$ cat config.mk
export PLATFORM = sky130hd
export DESIGN_NAME = muldiv_subsystem
export DESIGN_NICKNAME = d
export VERILOG_FILES = /design/src/muldiv_pkg.sv /design/src/muldiv_subsystem.sv /design/src/rob_result_file.sv /design/src/ex_mul_wrapper.sv /design/src/muldiv_unit.sv
export SDC_FILE = /design/constraint.sdc
export NUM_CORES = 2
export LEC_CHECK = 0
export BUFFER_PORTS_ARGS = -buffer_cell sky130_fd_sc_hd__buf_2
export CORE_MARGIN = 5
export CORE_UTILIZATION = 40
export DETAILED_ROUTE_END_ITERATION = 8
export PLACE_DENSITY_LB_ADDON = 0.1
export SYNTH_ARGS = -nofsm -noshare
export SYNTH_HDL_FRONTEND = slang
export SYNTH_SLANG_ARGS = --single-unit
$ cat constraint.sdc
create_clock -name clock -period 7.7 [get_ports clock]
set_input_delay 0.77 -clock clock [delete_from_list [all_inputs] [get_ports clock]]
set_output_delay 0.77 -clock clock [all_outputs]
set_load 0.005 [all_outputs]
$ cat src/muldiv_pkg.sv
`default_nettype none

package muldiv_pkg;

  // ====================
  // Data widths
  // ====================

  // Operands, results and the HI/LO pair
  typedef logic [31:0] word_t;

  // Architectural destination register number
  typedef logic [4:0] reg_idx_t;

  // ====================
  // Operation codes
  // ====================

  typedef enum logic [3:0] {
    OP_NONE  = 4'd0,
    OP_MULT  = 4'd1,
    OP_MULTU = 4'd2,
    OP_DIV   = 4'd3,
    OP_DIVU  = 4'd4,
    OP_MFHI  = 4'd5,
    OP_MFLO  = 4'd6,
    OP_MTHI  = 4'd7,
    OP_MTLO  = 4'd8
  } muldiv_op_t;

  // Iterative multiply/divide FSM
  typedef enum logic [1:0] {
    IDLE    = 2'd0,
    MUL_RUN = 2'd1,
    DIV_RUN = 2'd2,
    DONE    = 2'd3
  } mdu_state_t;

endpackage

`default_nettype wire
$ cat src/muldiv_subsystem.sv
`timescale 1ns/1ps
`default_nettype none

module muldiv_subsystem #(
  parameter int ROB_DEPTHLOG2 = 4
) (
  input  wire                          clock,
  input  wire                          reset_n,

  input  wire                          inst_valid_i,
  input  wire muldiv_pkg::muldiv_op_t  op_i,
  input  wire muldiv_pkg::reg_idx_t    dest_reg_i,
  input  wire                          dest_valid_i,
  input  wire muldiv_pkg::word_t       a_i,
  input  wire muldiv_pkg::word_t       b_i,
  input  wire [ROB_DEPTHLOG2-1:0]      rob_slot_i,
  input  wire                          a_fwd_i,
  input  wire [ROB_DEPTHLOG2-1:0]      a_fwd_slot_i,
  input  wire                          b_fwd_i,
  input  wire [ROB_DEPTHLOG2-1:0]      b_fwd_slot_i,
  output logic                         ready_o,

  output logic                         rob_wb_valid_o,
  output logic [ROB_DEPTHLOG2-1:0]     rob_wb_idx_o,
  output muldiv_pkg::word_t            rob_wb_result_o,
  output muldiv_pkg::reg_idx_t         rob_wb_dest_o,
  output logic                         rob_wb_dest_valid_o
);
  import muldiv_pkg::*;

  // Forwarding lookup between the lane and the result storage
  logic [ROB_DEPTHLOG2-1:0] a_lookup_idx;
  logic [ROB_DEPTHLOG2-1:0] b_lookup_idx;
  word_t                    a_fwd_data;
  word_t                    b_fwd_data;

  ex_mul_wrapper #(
    .ROB_DEPTHLOG2 (ROB_DEPTHLOG2)
  ) u_ex_mul_wrapper (
    .clock               (clock),
    .reset_n             (reset_n),
    .inst_valid_i        (inst_valid_i),
    .op_i                (op_i),
    .dest_reg_i          (dest_reg_i),
    .dest_valid_i        (dest_valid_i),
    .a_i                 (a_i),
    .b_i                 (b_i),
    .rob_slot_i          (rob_slot_i),
    .a_fwd_i             (a_fwd_i),
    .a_fwd_slot_i        (a_fwd_slot_i),
    .b_fwd_i             (b_fwd_i),
    .b_fwd_slot_i        (b_fwd_slot_i),
    .ready_o             (ready_o),
    .a_lookup_idx_o      (a_lookup_idx),
    .b_lookup_idx_o      (b_lookup_idx),
    .a_fwd_data_i        (a_fwd_data),
    .b_fwd_data_i        (b_fwd_data),
    .rob_wb_valid_o      (rob_wb_valid_o),
    .rob_wb_idx_o        (rob_wb_idx_o),
    .rob_wb_result_o     (rob_wb_result_o),
    .rob_wb_dest_o       (rob_wb_dest_o),
    .rob_wb_dest_valid_o (rob_wb_dest_valid_o)
  );

  // Every writeback also lands in its ROB slot
  rob_result_file #(
    .ROB_DEPTHLOG2 (ROB_DEPTHLOG2)
  ) u_rob_result_file (
    .clock       (clock),
    .reset_n     (reset_n),
    .wr_en_i     (rob_wb_valid_o),
    .wr_idx_i    (rob_wb_idx_o),
    .wr_data_i   (rob_wb_result_o),
    .rd_a_idx_i  (a_lookup_idx),
    .rd_b_idx_i  (b_lookup_idx),
    .rd_a_data_o (a_fwd_data),
    .rd_b_data_o (b_fwd_data)
  );

endmodule

`default_nettype wire

$ cat src/rob_result_file.sv
`timescale 1ns/1ps
`default_nettype none

module rob_result_file #(
  parameter int ROB_DEPTHLOG2 = 4
) (
  input  wire                      clock,
  input  wire                      reset_n,

  // Writeback port
  input  wire                      wr_en_i,
  input  wire [ROB_DEPTHLOG2-1:0]  wr_idx_i,
  input  wire muldiv_pkg::word_t   wr_data_i,

  // Forwarding reads
  input  wire [ROB_DEPTHLOG2-1:0]  rd_a_idx_i,
  input  wire [ROB_DEPTHLOG2-1:0]  rd_b_idx_i,
  output muldiv_pkg::word_t        rd_a_data_o,
  output muldiv_pkg::word_t        rd_b_data_o
);
  import muldiv_pkg::*;

  localparam int ROB_DEPTH = 1 << ROB_DEPTHLOG2;

  // ====================
  // Slot storage
  // ====================

  word_t results [ROB_DEPTH];

  always_ff @(posedge clock or negedge reset_n) begin
    if (!reset_n) begin
      for (int i = 0; i < ROB_DEPTH; i++) begin
        results[i] <= '0;
      end
    end else if (wr_en_i) begin
      results[wr_idx_i] <= wr_data_i;
    end
  end

  // ====================
  // Read ports
  // ====================

  // Combinational, a write shows up after its edge
  assign rd_a_data_o = results[rd_a_idx_i];
  assign rd_b_data_o = results[rd_b_idx_i];

endmodule

`default_nettype wire

$ cat src/ex_mul_wrapper.sv
`timescale 1ns/1ps
`default_nettype none

module ex_mul_wrapper #(
  parameter int ROB_DEPTHLOG2 = 4
) (
  input  wire                          clock,
  input  wire                          reset_n,

  input  wire                          inst_valid_i,
  input  wire muldiv_pkg::muldiv_op_t  op_i,
  input  wire muldiv_pkg::reg_idx_t    dest_reg_i,
  input  wire                          dest_valid_i,
  input  wire muldiv_pkg::word_t       a_i,
  input  wire muldiv_pkg::word_t       b_i,
  input  wire [ROB_DEPTHLOG2-1:0]      rob_slot_i,
  input  wire                          a_fwd_i,
  input  wire [ROB_DEPTHLOG2-1:0]      a_fwd_slot_i,
  input  wire                          b_fwd_i,
  input  wire [ROB_DEPTHLOG2-1:0]      b_fwd_slot_i,
  output logic                         ready_o,

  output logic [ROB_DEPTHLOG2-1:0]     a_lookup_idx_o,
  output logic [ROB_DEPTHLOG2-1:0]     b_lookup_idx_o,
  input  wire muldiv_pkg::word_t       a_fwd_data_i,
  input  wire muldiv_pkg::word_t       b_fwd_data_i,

  output logic                         rob_wb_valid_o,
  output logic [ROB_DEPTHLOG2-1:0]     rob_wb_idx_o,
  output muldiv_pkg::word_t            rob_wb_result_o,
  output muldiv_pkg::reg_idx_t         rob_wb_dest_o,
  output logic                         rob_wb_dest_valid_o
);
  import muldiv_pkg::*;

  logic                     stall;
  logic                     no_dest;
  word_t                    result;
  muldiv_op_t               unit_op;
  word_t                    a_sel;
  word_t                    b_sel;

  // Issue register
  logic                     valid_r;
  logic                     dest_valid_r;
  logic                     a_fwd_r;
  logic                     b_fwd_r;
  muldiv_op_t               op_r;
  reg_idx_t                 dest_r;
  word_t                    a_r;
  word_t                    b_r;
  logic [ROB_DEPTHLOG2-1:0] slot_r;
  logic [ROB_DEPTHLOG2-1:0] a_fwd_slot_r;
  logic [ROB_DEPTHLOG2-1:0] b_fwd_slot_r;

  always_ff @(posedge clock or negedge reset_n) begin
    if (!reset_n) begin
      valid_r      <= 1'b0;
      dest_valid_r <= 1'b0;
      a_fwd_r      <= 1'b0;
      b_fwd_r      <= 1'b0;
    end else if (ready_o) begin
      valid_r      <= inst_valid_i;
      dest_valid_r <= dest_valid_i;
      a_fwd_r      <= a_fwd_i;
      b_fwd_r      <= b_fwd_i;
    end
  end

  always_ff @(posedge clock) begin
    if (ready_o) begin
      op_r         <= op_i;
      dest_r       <= dest_reg_i;
      a_r          <= a_i;
      b_r          <= b_i;
      slot_r       <= rob_slot_i;
      a_fwd_slot_r <= a_fwd_slot_i;
      b_fwd_slot_r <= b_fwd_slot_i;
    end
  end

  // Operand select from the result file or the captured value
  assign a_lookup_idx_o = a_fwd_slot_r;
  assign b_lookup_idx_o = b_fwd_slot_r;
  assign a_sel          = a_fwd_r ? a_fwd_data_i : a_r;
  assign b_sel          = b_fwd_r ? b_fwd_data_i : b_r;
  assign unit_op        = valid_r ? op_r : OP_NONE;

  assign ready_o             = ~stall;
  assign rob_wb_valid_o      = valid_r & ready_o;
  assign rob_wb_idx_o        = slot_r;
  assign rob_wb_result_o     = result;
  assign rob_wb_dest_o       = dest_r;
  assign rob_wb_dest_valid_o = dest_valid_r & ~no_dest;

  muldiv_unit u_muldiv_unit (
    .clock     (clock),
    .reset_n   (reset_n),
    .op_i      (unit_op),
    .a_i       (a_sel),
    .b_i       (b_sel),
    .result_o  (result),
    .no_dest_o (no_dest),
    .stall_o   (stall)
  );

endmodule

`default_nettype wire

$ cat src/muldiv_unit.sv
`timescale 1ns/1ps
`default_nettype none

module muldiv_unit (
  input  wire                          clock,
  input  wire                          reset_n,
  input  wire muldiv_pkg::muldiv_op_t  op_i,
  input  wire muldiv_pkg::word_t       a_i,
  input  wire muldiv_pkg::word_t       b_i,
  output muldiv_pkg::word_t            result_o,
  output logic                         no_dest_o,
  output logic                         stall_o
);
  import muldiv_pkg::*;

  mdu_state_t  state;
  logic [4:0]  count;
  word_t       hi;
  word_t       lo;

  // Iteration payload
  word_t       opb;
  logic [63:0] acc;
  logic        neg_lo;
  logic        neg_hi;
  logic        div_zero;

  logic        is_mul;
  logic        is_div;
  logic        is_signed;
  word_t       mag_a;
  word_t       mag_b;
  logic [32:0] mul_sum;
  logic [32:0] div_trial;
  logic [32:0] div_sub;
  logic        div_ge;
  logic [63:0] acc_next;
  logic [63:0] prod_final;
  word_t       quo_final;
  word_t       rem_final;

  assign is_mul    = (op_i == OP_MULT) || (op_i == OP_MULTU);
  assign is_div    = (op_i == OP_DIV) || (op_i == OP_DIVU);
  assign is_signed = (op_i == OP_MULT) || (op_i == OP_DIV);
  assign mag_a     = (is_signed && a_i[31]) ? -a_i : a_i;
  assign mag_b     = (is_signed && b_i[31]) ? -b_i : b_i;

  // ====================
  // One iteration step
  // ====================

  // acc holds {partial product, multiplier} or {remainder, dividend/quotient}
  always_comb begin
    mul_sum   = {1'b0, acc[63:32]} + (acc[0] ? {1'b0, opb} : 33'd0);
    div_trial = {acc[63:32], acc[31]};
    div_sub   = div_trial - {1'b0, opb};
    div_ge    = div_trial >= {1'b0, opb};
    if (state == DIV_RUN) begin
      if (div_ge) begin
        acc_next = {div_sub[31:0], acc[30:0], 1'b1};
      end else begin
        acc_next = {div_trial[31:0], acc[30:0], 1'b0};
      end
    end else begin
      acc_next = {mul_sum, acc[31:1]};
    end
  end

  // Sign fixup on the last step, remainder follows the dividend
  assign prod_final = neg_lo ? -acc_next : acc_next;
  assign rem_final  = neg_hi ? -acc_next[63:32] : acc_next[63:32];
  assign quo_final  = div_zero ? '1 : (neg_lo ? -acc_next[31:0] : acc_next[31:0]);

  // ====================
  // Control and HI/LO
  // ====================

  always_ff @(posedge clock or negedge reset_n) begin
    if (!reset_n) begin
      state <= IDLE;
      count <= '0;
      hi    <= '0;
      lo    <= '0;
    end else begin
      case (state)
        IDLE: begin
          count <= '0;
          if (is_mul) begin
            state <= MUL_RUN;
          end else if (is_div) begin
            state <= DIV_RUN;
          end
          if (op_i == OP_MTHI) hi <= a_i;
          if (op_i == OP_MTLO) lo <= a_i;
        end
        MUL_RUN, DIV_RUN: begin
          count <= count + 5'd1;
          if (count == 5'd31) begin
            state <= DONE;
            if (state == MUL_RUN) begin
              {hi, lo} <= prod_final;
            end else begin
              hi <= rem_final;
              lo <= quo_final;
            end
          end
        end
        default: state <= IDLE;
      endcase
    end
  end

  always_ff @(posedge clock) begin
    if (state == IDLE && (is_mul || is_div)) begin
      opb      <= mag_b;
      acc      <= {32'd0, mag_a};
      neg_lo   <= is_signed & (a_i[31] ^ b_i[31]);
      neg_hi   <= is_signed & a_i[31];
      div_zero <= (b_i == '0);
    end else if (state == MUL_RUN || state == DIV_RUN) begin
      acc <= acc_next;
    end
  end

  assign stall_o   = (state == MUL_RUN) || (state == DIV_RUN) ||
                     ((state == IDLE) && (is_mul || is_div));
  assign result_o  = (op_i == OP_MFHI) ? hi : lo;
  assign no_dest_o = !((op_i == OP_MFHI) || (op_i == OP_MFLO));

endmodule

`default_nettype wire

==> impl_metrics.ini <==
[yosys]
synth_most_common_cell = nor2_1
netlist_top_cells_count = nor2_1 (637), dfrtp_1 (587), a21oi_1 (572)
seq_area_frac_synth_pct = 44.5
netlist_instances = 4240
synth_seq_cells = 771
syn_area_per_cell_um2 = 10.6
synth_edf_count = 152
syn_nets = 4407
async_flop_share_pct = 76.1
synth.top_cell.area_share_pct = 32.8
syn_area_mm2 = 0.0447
yosysWarnings = 0
yosysTopAreaCell = dfrtp_1
yosys.cell_types.count = 102
yosys-top-cells-area = dfrtp_1 (33%), mux4_2 (16%), edfxtp_1 (10%)
synth_ff_type = dfrtp_1

[setup_path]
crit_path_end_kind = register
path_class = register to register
startpoint_type = register
cp.required_ns = 8.27
worstPathArrival_ns = 6.64
path_max_fanout = 15
r2r_slack_ns = 1.63

[floorplan]
dieWidth_um = 344
initial_core_util_pct = 40.4
ios = 135
fp-row-count = 122
die_area_mm2 = 0.119
core_mm2 = 0.111
die_y_um = 344

[sta]
fin_skew_ns = 0.0307
hold_viol = 0
worst_slew_pin_slew_ns = 1.18
rsz0062_at_grt = false
post-route-period-util_pct = 78.8
clock.fmax_mhz = 165
holdWs_ns = 0.0812
period_needed_ns = 6.07
setup_viol = 0
slew_viol_final = 0
relSlewSlack_pct = 20.1
tns_ns = 0

[route]
ant_nets = 0
drt_iter0_drc = 3104
drc = 0
post_drt_wl_per_cell_um = 26.6
finalWirelength_um = 155000
via_per_inst = 5.86
dr.pass1.iters = 6
wl_met1_um = 69000
dr_wl_met2_um = 72000
wl_met3_um = 9460
num_vias = 34100
top_layer_used = met4

[finish]
fill_cells = 10600
drive_above_1_share_pct = 19.4
multi_input_area_mm2 = 0.0233
nets = 4420
ff_latch_area_mm2 = 0.0199
stdcell_count = 5825
area_growth_pct = 12.5

[clocking]
clock_sinks = 771
ctsResizeCount = 0
cts_setup_buffers = 0
cts_tree = done
htreeDepth = 3
cts_root_buf = clkbuf_16
clkSlewWorstSetupHoldPaths_ns = 0.06
hold_buffers = 0
clockBufferDepth = 3
cts_buffers = 93
clk_latency_ns = 0.69

[placed_design]
dp_cells = 5646
globalplace.congestion = 0.910
place_hpwl_um = 103000
port_buffers = 134

[global_routing]
grt_max_degree = 166
antenna_found_initial = 4
grt_pass1_vias = 33800
grt_usage_pct = 26.0
grt-ovfl-total = 0
grt_first_pass_wirelength_um = 230000

[outcome]
outcome = finished clean

[job]
cap_violations = 0

[min_path]
min_path_type = input pin to asynchronous set/reset pin
cell usage in the layout, fill, tap and decap left out, types with 27 or more instances in the layout:
cell	netlist	final
mux4_2	320	320
xnor2_1	94	94
nand2_1	291	289
xor2_1	53	53
a211oi_1	29	29
dfrtp_1	587	585
buf_2	45	133
mux2i_1	136	112
mux2i_2	3	27
o21ai_0	201	201
o31ai_1	41	41
inv_1	110	108
ha_1	74	72
a21oi_1	572	571
nor2_1	637	626
buf_4	6	97
a21o_1	42	41
nor3_1	51	48
nand4_1	34	34
and2_1	54	54
clkbuf_16	0	97
a31oi_1	33	33
edfxtp_1	152	152
nand3_1	37	37
dfxtp_1	32	32
per-stage QoR:
step / worst slack (ns) / area [µm²] / util [%]
after detailed placement: 1.78 / 47000 / 42.4
after global placement: 1.93 / 47000 / 42.4
after global routing: 1.41 / 50300 / 45.4
after floorplan: 0.0238 / 44700 / -
after CTS: 1.77 / 50300 / 45.4
final: 1.63 / 50300 / 45.4
final cells by class:
cell class / count / share of cell area (%)
Inverter: 110 / 0.820
Timing Repair Buffer: 238 / 3.08
Antenna cell: 3 / 0.0149
Clock buffer: 125 / 5.29
Clock inverter: 51 / 1.28
Multi-Input combinational cell: 3039 / 46.3
Tap cell: 1488 / 3.70
Sequential cell: 771 / 39.5
routing by layer:
| metal | vias up | track usage (%) |
|---|---|---|
| met2 | 995 | 41.1 |
| li1 | 15600 | - |
| met4 | 0 | 7.28 |
| met3 | 232 | 4.76 |
| met5 | - | 0 |
| met1 | 17300 | 37.0 |
worst max-delay path, cell delays in order (launching register included):
cell and delay (ns):
edfxtp_1 0.35, inv_1 0.05, ha_1 0.39, a21o_1 0.24
a31oi_1 0.25, o221ai_1 0.22, o21ai_2 0.67, nand3_1 0.28
o21ai_0 0.22, ha_1 0.26, o221ai_1 0.17, or2_2 0.37
or3_1 0.49, o21bai_1 0.38, nand4_1 0.44, nor4_2 0.52
a31oi_1 0.19, xnor2_1 0.20, nor2_1 0.06, o31ai_1 0.25
kinds of logic after synthesis:
kind of cell	Yosys count	share of synthesized area (%)
xor gates and xnor gates	147	2.88
DFF	771	44.5
adders and majority gates	76	2.16
and+or+nand+nor	1253	12.5
buffers and inverters	430	4.00
muxes	484	19.9
AOI/OAI and AO/OA	1079	14.1
sequential cells by signal, indices dropped and copies added, names as in the netlist, 5 cells and up:
register	cells
u_ex_mul_wrapper.a_r	32
u_ex_mul_wrapper.b_r	32
u_ex_mul_wrapper.rob_wb_dest_o	5
u_ex_mul_wrapper.u_muldiv_unit.acc	64
u_ex_mul_wrapper.u_muldiv_unit.count	5
u_ex_mul_wrapper.u_muldiv_unit.hi	32
u_ex_mul_wrapper.u_muldiv_unit.lo	32
u_ex_mul_wrapper.u_muldiv_unit.opb	32
u_rob_result_file.results	512
path summary, 6_finish.rpt:
| path | depth (start not counted) | start | to |
|---|---|---|---|
| worst min-delay path | 1 | reset_n | u_rob_result_file.results[489]$_DFFE_PN0P_ |
| worst min register to register | 1 | u_ex_mul_wrapper.u_muldiv_unit.hi[7]$_DFFE_PN0P_ | u_ex_mul_wrapper.u_muldiv_unit.hi[7]$_DFFE_PN0P_ |
| min in group clock | 1 | a_fwd_slot_i[1] | u_ex_mul_wrapper.a_lookup_idx_o[1]$_DFFE_PP_ |
| max in group asynchronous | 2 | reset_n | u_rob_result_file.results[55]$_DFFE_PN0P_ |
| worst max-delay path | 19 | u_ex_mul_wrapper.u_muldiv_unit.opb[10]$_DFFE_PP_ | u_ex_mul_wrapper.u_muldiv_unit.hi[16]$_DFFE_PN0P_ |
| worst max register to register | 19 | u_ex_mul_wrapper.u_muldiv_unit.opb[10]$_DFFE_PP_ | u_ex_mul_wrapper.u_muldiv_unit.hi[16]$_DFFE_PN0P_ |
Power is left out: the tool's default activity adds up to more than one toggle a clock period on the data nets, which glitch-free logic cannot reach.
